$ cat src/hw/cr16_pkg.sv
// cr16 shared package with data widths, operation codes, flag positions and common types
package cr16_pkg;

    // data path widths
    localparam int WORD_W  = 16;
    localparam int IDX_W   = 4;
    localparam int OP_W    = 4;
    localparam int FLAGS_W = 5;

    localparam int NUM_REGS = 16; // general purpose register count

    typedef logic [WORD_W-1:0]  word_t;    // data word that also serves pc and instruction
    typedef logic [IDX_W-1:0]   reg_idx_t; // register index
    typedef logic [OP_W-1:0]    opcode_t;  // operation code
    typedef logic [FLAGS_W-1:0] flags_t;   // processor status flags

    // operation codes
    // register form takes these from bits 7:4, immediate form from bits 15:12
    localparam opcode_t OP_NOP  = 4'd0;
    localparam opcode_t OP_AND  = 4'd1;
    localparam opcode_t OP_OR   = 4'd2;
    localparam opcode_t OP_XOR  = 4'd3;
    localparam opcode_t OP_LSH  = 4'd4;
    localparam opcode_t OP_ADD  = 4'd5;
    localparam opcode_t OP_ADDU = 4'd6;
    localparam opcode_t OP_ADDC = 4'd7;
    localparam opcode_t OP_NOT  = 4'd8;
    localparam opcode_t OP_SUB  = 4'd9;
    localparam opcode_t OP_SUBC = 4'd10;
    localparam opcode_t OP_CMP  = 4'd11;
    localparam opcode_t OP_ASHU = 4'd12;
    localparam opcode_t OP_MOV  = 4'd13;
    // codes 14 and 15 are undefined and run as nop

    // flag bit positions inside flags_t
    localparam int FLAG_C = 0; // carry or borrow on subtract
    localparam int FLAG_L = 1; // unsigned lower
    localparam int FLAG_F = 2; // signed overflow
    localparam int FLAG_Z = 3; // equal
    localparam int FLAG_N = 4; // signed lower

    // immediate field
    localparam int IMM_W = 8;

endpackage

$ cat src/hw/cr16_ctrl_if.sv
// cr16 control bus carrying decoded instruction fields from the FSM to regfile and alu
`timescale 1ns/1ns
interface cr16_ctrl_if;
    import cr16_pkg::*;

    logic               exec;   // high for the one execute cycle
    logic               reg_we; // writeback strobe
    logic               imm_en; // operand b from immediate
    opcode_t            op;     // decoded operation
    reg_idx_t           rsrc;   // source register
    reg_idx_t           rdest;  // destination register
    logic [IMM_W-1:0]   imm8;   // raw immediate field

    // FSM side drives everything
    modport ctrl (
        output exec, reg_we, imm_en, op, rsrc, rdest, imm8
    );

    // register file only needs indices and the write strobe
    modport regs (
        input rsrc, rdest, reg_we, exec
    );

    modport alu (
        input exec, imm_en, op, imm8
    );

endinterface

$ cat src/hw/control_and_decoder.sv
// cr16 sequencing FSM walking fetch, decode and execute, with the instruction field decoder
`timescale 1ns/1ns
module control_and_decoder (
    input  logic            clk,
    input  logic            reset,
    input  logic            instr_valid,
    output logic            instr_ready,
    input  cr16_pkg::word_t instr,       // instruction register value
    output logic            pc_en,
    output logic            ir_en,
    cr16_ctrl_if.ctrl       ctrl
);
    import cr16_pkg::*;

    typedef enum logic [1:0] {
        FETCH,
        DECODE,
        EXECUTE
    } state_t;

    state_t state;
    state_t state_nxt;

    logic    reg_form; // upper nibble zero
    opcode_t raw_op;
    opcode_t dec_op;   // after undefined codes fold to nop

    always_ff @(posedge clk or negedge reset) begin
        if (!reset) begin
            state <= FETCH;
        end else begin
            state <= state_nxt;
        end
    end

    always_comb begin
        state_nxt = state;
        case (state)
            FETCH:   if (instr_valid) state_nxt = DECODE; // wait here on an empty source
            DECODE:  state_nxt = EXECUTE;
            EXECUTE: state_nxt = FETCH;
            default: state_nxt = FETCH;
        endcase
    end

    // field decode
    assign reg_form = (instr[15:12] == 4'd0);
    assign raw_op   = reg_form ? instr[7:4] : instr[15:12];

    always_comb begin
        // 14 and 15 have no meaning and run as nop
        if (raw_op > OP_MOV) begin
            dec_op = OP_NOP;
        end else begin
            dec_op = raw_op;
        end
    end

    assign instr_ready = (state == FETCH);
    assign ir_en       = instr_ready && instr_valid; // load on the accepting edge
    assign pc_en       = (state == EXECUTE);         // pc steps as execute ends

    always_comb begin
        // idle bus while fetching
        ctrl.exec   = 1'b0;
        ctrl.reg_we = 1'b0;
        ctrl.imm_en = 1'b0;
        ctrl.op     = OP_NOP;
        ctrl.rsrc   = '0;
        ctrl.rdest  = '0;
        ctrl.imm8   = '0;
        if (state != FETCH) begin
            ctrl.imm_en = !reg_form;
            ctrl.op     = dec_op;
            ctrl.rsrc   = instr[3:0];
            ctrl.rdest  = instr[11:8];
            ctrl.imm8   = instr[7:0];
        end
        if (state == EXECUTE) begin
            ctrl.exec   = 1'b1;
            // compare and nop only touch flags
            ctrl.reg_we = (dec_op != OP_CMP) && (dec_op != OP_NOP);
        end
    end

    // an accepted instruction keeps ready low for two cycles and executes on the second
    a_ready_fetch_only: assert property (
        @(posedge clk) disable iff (!reset)
        ir_en |=> !instr_ready && !ctrl.exec ##1 !instr_ready && ctrl.exec
    );

    // writeback only inside execute and then straight back to fetch
    a_we_in_exec: assert property (
        @(posedge clk) disable iff (!reset)
        ctrl.reg_we |-> ctrl.exec ##1 instr_ready
    );

endmodule

$ cat src/hw/cr16_alu.sv
// cr16 alu with operand selection, immediate extension, all operations and the flag register
`timescale 1ns/1ns
module cr16_alu (
    input  logic             clk,
    input  logic             reset,
    cr16_ctrl_if.alu         ctrl,
    input  cr16_pkg::word_t  a,      // destination register value
    input  cr16_pkg::word_t  b_reg,  // source register value
    output cr16_pkg::word_t  result,
    output cr16_pkg::flags_t flags
);
    import cr16_pkg::*;

    word_t        b;
    logic         sext;        // arithmetic ops want a signed immediate
    logic         cin;         // carry or borrow into bit 0
    logic [16:0]  sum;
    logic [16:0]  diff;
    logic [4:0]   cnt;
    logic [4:0]   amt;         // magnitude of a negative count
    flags_t       flags_q;
    flags_t       flags_nxt;

    always_comb begin
        case (ctrl.op)
            OP_ADD, OP_ADDU, OP_ADDC, OP_SUB, OP_SUBC, OP_CMP, OP_MOV: sext = 1'b1;
            default: sext = 1'b0;
        endcase
    end

    always_comb begin
        if (!ctrl.imm_en) begin
            b = b_reg;
        end else if (sext) begin
            b = {{8{ctrl.imm8[7]}}, ctrl.imm8};
        end else begin
            b = {8'h00, ctrl.imm8};
        end
    end

    // carry in only for the chained forms
    assign cin  = ((ctrl.op == OP_ADDC) || (ctrl.op == OP_SUBC)) ? flags_q[FLAG_C] : 1'b0;
    assign sum  = {1'b0, a} + {1'b0, b} + {16'd0, cin};
    assign diff = {1'b0, a} - {1'b0, b} - {16'd0, cin};
    assign cnt  = b[4:0];
    assign amt  = ~cnt + 5'd1;

    always_comb begin
        case (ctrl.op)
            OP_ADD, OP_ADDU, OP_ADDC: result = sum[15:0];
            OP_SUB, OP_SUBC, OP_CMP:  result = diff[15:0];
            OP_AND:  result = a & b;
            OP_OR:   result = a | b;
            OP_XOR:  result = a ^ b;
            OP_MOV:  result = b;
            OP_NOT:  result = ~b;
            OP_LSH:  result = cnt[4] ? (a >> amt) : (a << cnt);
            OP_ASHU: result = cnt[4] ? word_t'($signed(a) >>> amt) : (a << cnt);
            default: result = a; // nop passes a through
        endcase
    end

    always_comb begin
        flags_nxt = flags_q;
        case (ctrl.op)
            OP_ADD, OP_ADDC: begin
                flags_nxt[FLAG_C] = sum[16];
                flags_nxt[FLAG_F] = (a[15] == b[15]) && (sum[15] != a[15]);
            end
            OP_SUB, OP_SUBC: begin
                flags_nxt[FLAG_C] = diff[16]; // borrow out
                flags_nxt[FLAG_F] = (a[15] != b[15]) && (diff[15] != a[15]);
            end
            OP_CMP: begin
                flags_nxt[FLAG_Z] = (a == b);
                flags_nxt[FLAG_L] = (a < b);
                flags_nxt[FLAG_N] = ($signed(a) < $signed(b));
            end
            default: ;
        endcase
    end

    // flags land as execute ends and show one cycle after retire
    always_ff @(posedge clk or negedge reset) begin
        if (!reset) begin
            flags_q <= '0;
        end else if (ctrl.exec) begin
            flags_q <= flags_nxt;
        end
    end

    assign flags = flags_q;

endmodule

$ cat src/hw/cr16_core.sv
// cr16 multicycle execution core tying fetch, control, register file and alu together
`timescale 1ns/1ns
module cr16_core (
    input  logic               clk,
    input  logic               reset,
    // instruction stream
    input  logic               instr_valid,
    input  cr16_pkg::word_t    instr_data,
    output logic               instr_ready,
    // retire record that is always accepted
    output logic               retire_valid,
    output cr16_pkg::word_t    retire_pc,
    output logic               retire_we,
    output cr16_pkg::reg_idx_t retire_rdest,
    output cr16_pkg::word_t    retire_data,
    output cr16_pkg::flags_t   flags
);
    import cr16_pkg::*;

    cr16_ctrl_if ctrl_bus ();

    logic  pc_en;
    logic  ir_en;
    word_t instr;
    word_t pc;
    word_t dest_data;
    word_t src_data;
    word_t alu_result;

    control_and_decoder u_ctrl (
        .clk         (clk),
        .reset       (reset),
        .instr_valid (instr_valid),
        .instr_ready (instr_ready),
        .instr       (instr),
        .pc_en       (pc_en),
        .ir_en       (ir_en),
        .ctrl        (ctrl_bus.ctrl)
    );

    cr16_fetch u_fetch (
        .clk         (clk),
        .reset       (reset),
        .instr_data  (instr_data),
        .instr_valid (instr_valid),
        .ir_en       (ir_en),
        .pc_en       (pc_en),
        .instr       (instr),
        .pc          (pc)
    );

    cr16_regfile u_regs (
        .clk       (clk),
        .reset     (reset),
        .ctrl      (ctrl_bus.regs),
        .wdata     (alu_result),
        .dest_data (dest_data),
        .src_data  (src_data)
    );

    cr16_alu u_alu (
        .clk    (clk),
        .reset  (reset),
        .ctrl   (ctrl_bus.alu),
        .a      (dest_data),
        .b_reg  (src_data),
        .result (alu_result),
        .flags  (flags)
    );

    // retire is the execute cycle itself
    assign retire_valid = ctrl_bus.exec;
    assign retire_pc    = pc;
    assign retire_we    = ctrl_bus.reg_we;
    assign retire_rdest = ctrl_bus.rdest;
    assign retire_data  = alu_result;

endmodule

$ cat src/hw/cr16_fetch.sv
// cr16 fetch stage holding the instruction register and the program counter
`timescale 1ns/1ns
module cr16_fetch (
    input  logic            clk,
    input  logic            reset,
    input  cr16_pkg::word_t instr_data,  // from the instruction source
    input  logic            instr_valid,
    input  logic            ir_en,       // handshake from control
    input  logic            pc_en,       // end of execute
    output cr16_pkg::word_t instr,
    output cr16_pkg::word_t pc
);
    import cr16_pkg::*;

    word_t ir_q;
    word_t pc_q;

    // instruction register, loads on the accepting edge
    always_ff @(posedge clk) begin
        if (ir_en) begin
            ir_q <= instr_data;
        end
    end

    // program counter counts instructions rather than bytes
    always_ff @(posedge clk or negedge reset) begin
        if (!reset) begin
            pc_q <= '0;
        end else if (pc_en) begin
            pc_q <= pc_q + word_t'(1);
        end
    end

    assign instr = ir_q;
    assign pc    = pc_q; // still the old value while retiring

    // load strobe only with an offered instruction
    a_ir_needs_valid: assert property (
        @(posedge clk) disable iff (!reset)
        $rose(ir_en) |-> instr_valid
    );

    // pc never moves in the cycle right after a load
    a_no_pc_after_load: assert property (
        @(posedge clk) disable iff (!reset)
        ir_en |=> !pc_en
    );

endmodule

$ cat src/hw/cr16_regfile.sv
// cr16 register file with sixteen words, two combinational reads and one write
`timescale 1ns/1ns
module cr16_regfile (
    input  logic            clk,
    input  logic            reset,
    cr16_ctrl_if.regs       ctrl,
    input  cr16_pkg::word_t wdata,     // alu result
    output cr16_pkg::word_t dest_data, // also operand a
    output cr16_pkg::word_t src_data
);
    import cr16_pkg::*;

    word_t regs [NUM_REGS];

    always_ff @(posedge clk or negedge reset) begin
        if (!reset) begin
            for (int i = 0; i < NUM_REGS; i++) begin
                regs[i] <= '0; // architectural state starts at zero
            end
        end else if (ctrl.reg_we) begin
            regs[ctrl.rdest] <= wdata;
        end
    end

    // reads are combinational, so execute sees settled operands
    assign dest_data = regs[ctrl.rdest];
    assign src_data  = regs[ctrl.rsrc];

    // a write is a single cycle pulse inside execute
    a_we_pulse: assert property (
        @(posedge clk) disable iff (!reset)
        ctrl.reg_we |-> ctrl.exec ##1 !ctrl.reg_we
    );

endmodule

$ cat config.mk
export PLATFORM = sky130hd
export DESIGN_NAME = cr16_core
export DESIGN_NICKNAME = d
export VERILOG_FILES = /design/src/hw/cr16_pkg.sv /design/src/hw/cr16_ctrl_if.sv /design/src/hw/control_and_decoder.sv /design/src/hw/cr16_alu.sv /design/src/hw/cr16_core.sv /design/src/hw/cr16_fetch.sv /design/src/hw/cr16_regfile.sv
export SDC_FILE = /design/constraint.sdc
export NUM_CORES = 1
export LEC_CHECK = 0
export BUFFER_PORTS_ARGS = -buffer_cell sky130_fd_sc_hd__buf_2
export CAP_MARGIN = 20
export CELL_PAD_IN_SITES_DETAIL_PLACEMENT = 1
export CELL_PAD_IN_SITES_GLOBAL_PLACEMENT = 1
export CORE_MARGIN = 1
export CORE_UTILIZATION = 50
export CTS_CLUSTER_DIAMETER = 80
export CTS_CLUSTER_SIZE = 30
export DETAILED_ROUTE_END_ITERATION = 10
export PLACE_DENSITY = 0.92
export SYNTH_ARGS = -nofsm -noshare
export SYNTH_HDL_FRONTEND = slang
export SYNTH_SLANG_ARGS = --single-unit
$ cat constraint.sdc
create_clock -name clk -period 7.65 [get_ports clk]
set_input_delay 0.3825 -clock clk [delete_from_list [all_inputs] [get_ports clk]]
set_output_delay 0.3825 -clock clk [all_outputs]
set_load 0.05 [all_outputs]
==> results_dict.tcl <==
set metrics [dict create \
    status "finished clean" \
    finalWirelength_mm 102.2 \
    tightest_slew_ns 1.126 \
    drive_gt1_frac 0.2274 \
    highest_layer "met4" \
    core_area_sq_um 43270 \
    fin_hold_ws_ns 0.01704 \
    first_iter_violations 2788 \
    cpPeakStageDelay_ns 0.66 \
    leakagePower_nw 10.28 \
    grt_pass1_wl_mm 149.5 \
    cts_sinks 295 \
    yosys_warnings 0 \
    dp_hpwl_mm 73.74 \
    cp-start-kind "register" \
    skew_ns 0.06681 \
    via_per_inst 7.364 \
    crit_type "reg -> out" \
    setup_tns_ns 0 \
    rsz0062_at_grt "no" \
    synth_edf_count 16 \
    nets 2453 \
    row_count 76 \
    grt_pass1_vias 22080 \
    die_w_um 212.0 \
    cap_violations 0 \
    seq_area_frac_synth 0.3385 \
    start_util 0.5095 \
    powerDensity_nw_per_um2 392.2 \
    nFillCells 4811 \
    globalplace.congestion 1.056 \
    dr_wl_met2_mm 46.04 \
    end_kind "output pin" \
    h-tree-depth 1 \
    via_count 21740 \
    slew_violations 0 \
    fin_crit_ns 7.506 \
    postCtsSetupBuffers 0 \
    synth_cell_types 101 \
    cpMaxStageDelayCell "a2111oi_0" \
    antenna_found_initial 3 \
    area_growth_pct 9.518 \
    synth_nets 2416 \
    cts_tree "yes" \
    hold_viol_final 0 \
    crit_fanout 19 \
    grt_max_degree 115 \
    clk-insertion-delay-late_ns 0.62 \
    cts_buffers 21 \
    hold_path_class "in -> reg" \
    grt_usage 0.4541 \
    arrival_ns 7.12 \
    max_freq_mhz 133.2 \
    drc 0 \
    worstPathRequired_ns 7.27 \
    dr.pass1.iters 6 \
    avgSynthCellArea_sq_um 9.527 \
    async_flop_share 0.9458 \
    relSlewSlack 0.2493 \
    clk_pin_slew_ns 0.11 \
    syn_area_sq_um 22040 \
    wl_met3_mm 10.66 \
    overflow 0 \
    cts_root_buffer "clkbuf_16" \
    drt-met1-wl_mm 36.82 \
    port_buffers 62 \
    fin_crit_sh 0.9812 \
    irDropWorstVdd_v 0.0002507 \
    synth_seq_cells 295 \
    die-height_um 212.0 \
    ant_nets 0 \
    path_cells "buf_4 -> o21ai_1 -> buf_4 -> inv_1 -> nand2_1 -> a221oi_1 -> a31oi_1 -> buf_4 -> fa_1 -> a21oi_1 -> o21bai_1 -> a2111oi_0 -> buf_4 -> o21ai_0 -> a31oi_1 -> a21oi_1 -> or3_1 -> a21oi_1 -> clkinv_1 -> buf_4 -> a22oi_1 -> buf_2" \
    dieArea_sq_um 44930 \
    wl_per_cell_um 34.62 \
    cpMostUsedCell "buf_4" \
    setup_viol 0 \
    ios 63 \
    clk_path_buf_depth 3 \
    synth_top_flop_cell "dfrtp_1" \
    netlist_instances 2314 \
]
[critical path, delay by kind of cell (launching register included)]
| family | cells | cell delay, ns |
|---|---|---|
| flops | 1 | 0.58 |
| compound gates | 11 | 2.71 |
| fa+ha+maj | 1 | 0.47 |
| simple gates | 2 | 0.54 |
| buf+inv | 8 | 2.18 |
[synthesized netlist by cell type (51+ instances only)]
| cell type | number | area [sq um] |
|---|---|---|
| o21ai_0 | 125 | 625.6 |
| nor2_1 | 187 | 701.9 |
| a31oi_1 | 55 | 344.1 |
| inv_1 | 82 | 307.8 |
| nor3_1 | 61 | 305.3 |
| buf_2 | 63 | 315.3 |
| o22ai_1 | 63 | 394.1 |
| a21oi_1 | 97 | 485.5 |
| mux2_2 | 202 | 2275 |
| ha_1 | 79 | 988.5 |
| dfrtp_1 | 279 | 6982 |
| mux2i_1 | 78 | 780.8 |
| nand2_1 | 175 | 656.9 |
| mux4_2 | 51 | 1149 |
| clkbuf_1 | 73 | 274.0 |
[final cells by class]
class                           instances  area, sq um  area share
Clock inverter                         16        244.0     0.01011
Timing Repair Buffer                  187         1386     0.05742
Inverter                               92        347.8     0.01441
Sequential cell                       295         7462      0.3091
Antenna cell                            1        2.502   0.0001036
Clock buffer                           22        550.5     0.02280
Multi-Input combinational cell       1754        13420      0.5558
Tap cell                              585        732.0     0.03032
[what timing repair did]
action	4_1_cts	5_1_grt
endpoints found under the hold margin	85	0
gates resized for setup	0	5
hold buffers	13	0
endpoints found under the setup margin	0	1
[worst paths after layout]
check / from / end / slack [ns] / cells past startpoint
setup / recovery: u_ctrl.state[1] / retire_data[15] / 0.14 / 22
hold / removal: instr_data[11] / u_fetch.instr[11] / 0.02 / 1
setup reg to reg: u_ctrl.state[1] / u_regs.regs[14] / 0.95 / 22
hold reg to reg: u_alu.flags[4] / u_alu.flags[4] / 0.48 / 2
max in group asynchronous: reset / u_regs.regs[221] / 5.09 / 4
min in group asynchronous: reset / u_fetch.pc[10] / 0.37 / 2
[cell families (layout without fill, tap and decap cells)]
group | count (synthesis) | after routing | synth area share
buf+inv | 265 | 317 | 0.05602
fa+ha+maj | 83 | 83 | 0.04847
mux | 333 | 333 | 0.1919
other cells | 0 | 1 | 0
flops | 295 | 295 | 0.3385
xor+xnor | 32 | 32 | 0.01305
compound gates | 688 | 688 | 0.2185
simple gates | 618 | 618 | 0.1335
[power breakdown]
group,leakage [nW],internal [mW],total [mW],switching [mW]
Clock,0.379,0.587,1.33,0.738
Combinational,6.02,2.00,5.69,3.69
Sequential,3.88,1.96,2.46,0.493
Total,10.3,4.55,9.47,4.92
[per-layer routing]
metal,GRT usage,vias up
met5,0.002225,-
met4,0.3226,0
met3,0.1058,495
met2,0.7134,1539
met1,0.5496,10920
li1,-,8784
[flip-flops by register name, indices dropped and copies added, names as in the netlist]
register	cells
u_alu.flags	5
u_ctrl.state	2
u_fetch.pc	16
u_regs.regs	256
u_fetch.instr	16
[layout by cell type, fill, tap and decap left out, types with 16 or more instances in the layout]
cell,netlist,routed
dfrtp_1,279,279
mux2_2,202,202
nand2_1,175,175
nor2_1,187,174
o21ai_0,125,125
buf_4,27,105
a21oi_1,97,97
inv_1,82,82
ha_1,79,79
mux2i_1,78,78
o22ai_1,63,63
buf_2,63,60
nor3_1,61,59
a31oi_1,55,55
mux4_2,51,51
nand2b_1,42,42
nand3_1,37,37
a211oi_1,36,36
o211ai_1,26,26
a221oi_1,26,26
a22oi_1,25,25
xnor2_1,24,24
o311ai_0,22,22
clkbuf_16,0,22
nand4_1,19,19
o21bai_1,18,18
o21a_1,17,16
o221ai_1,16,16
and2_1,16,16
edfxtp_1,16,16
[per-stage QoR]
step                      power [mW]    util  worst slack (ns)  instance area [sq um]  cells
after CTS                      9.246  0.5560            0.2982                  24060   2948
after global placement         7.673  0.5344            0.9110                  23120   2896
final                          9.470  0.5580            0.1436                  24140   2952
after detailed placement       7.896  0.5346            0.9299                  23130   2897
after floorplan                5.971       -             1.214                  22040   2314
after global routing           9.825  0.5580           0.02241                  24140   2951
Note: power is estimated with default switching activity, not from simulation.
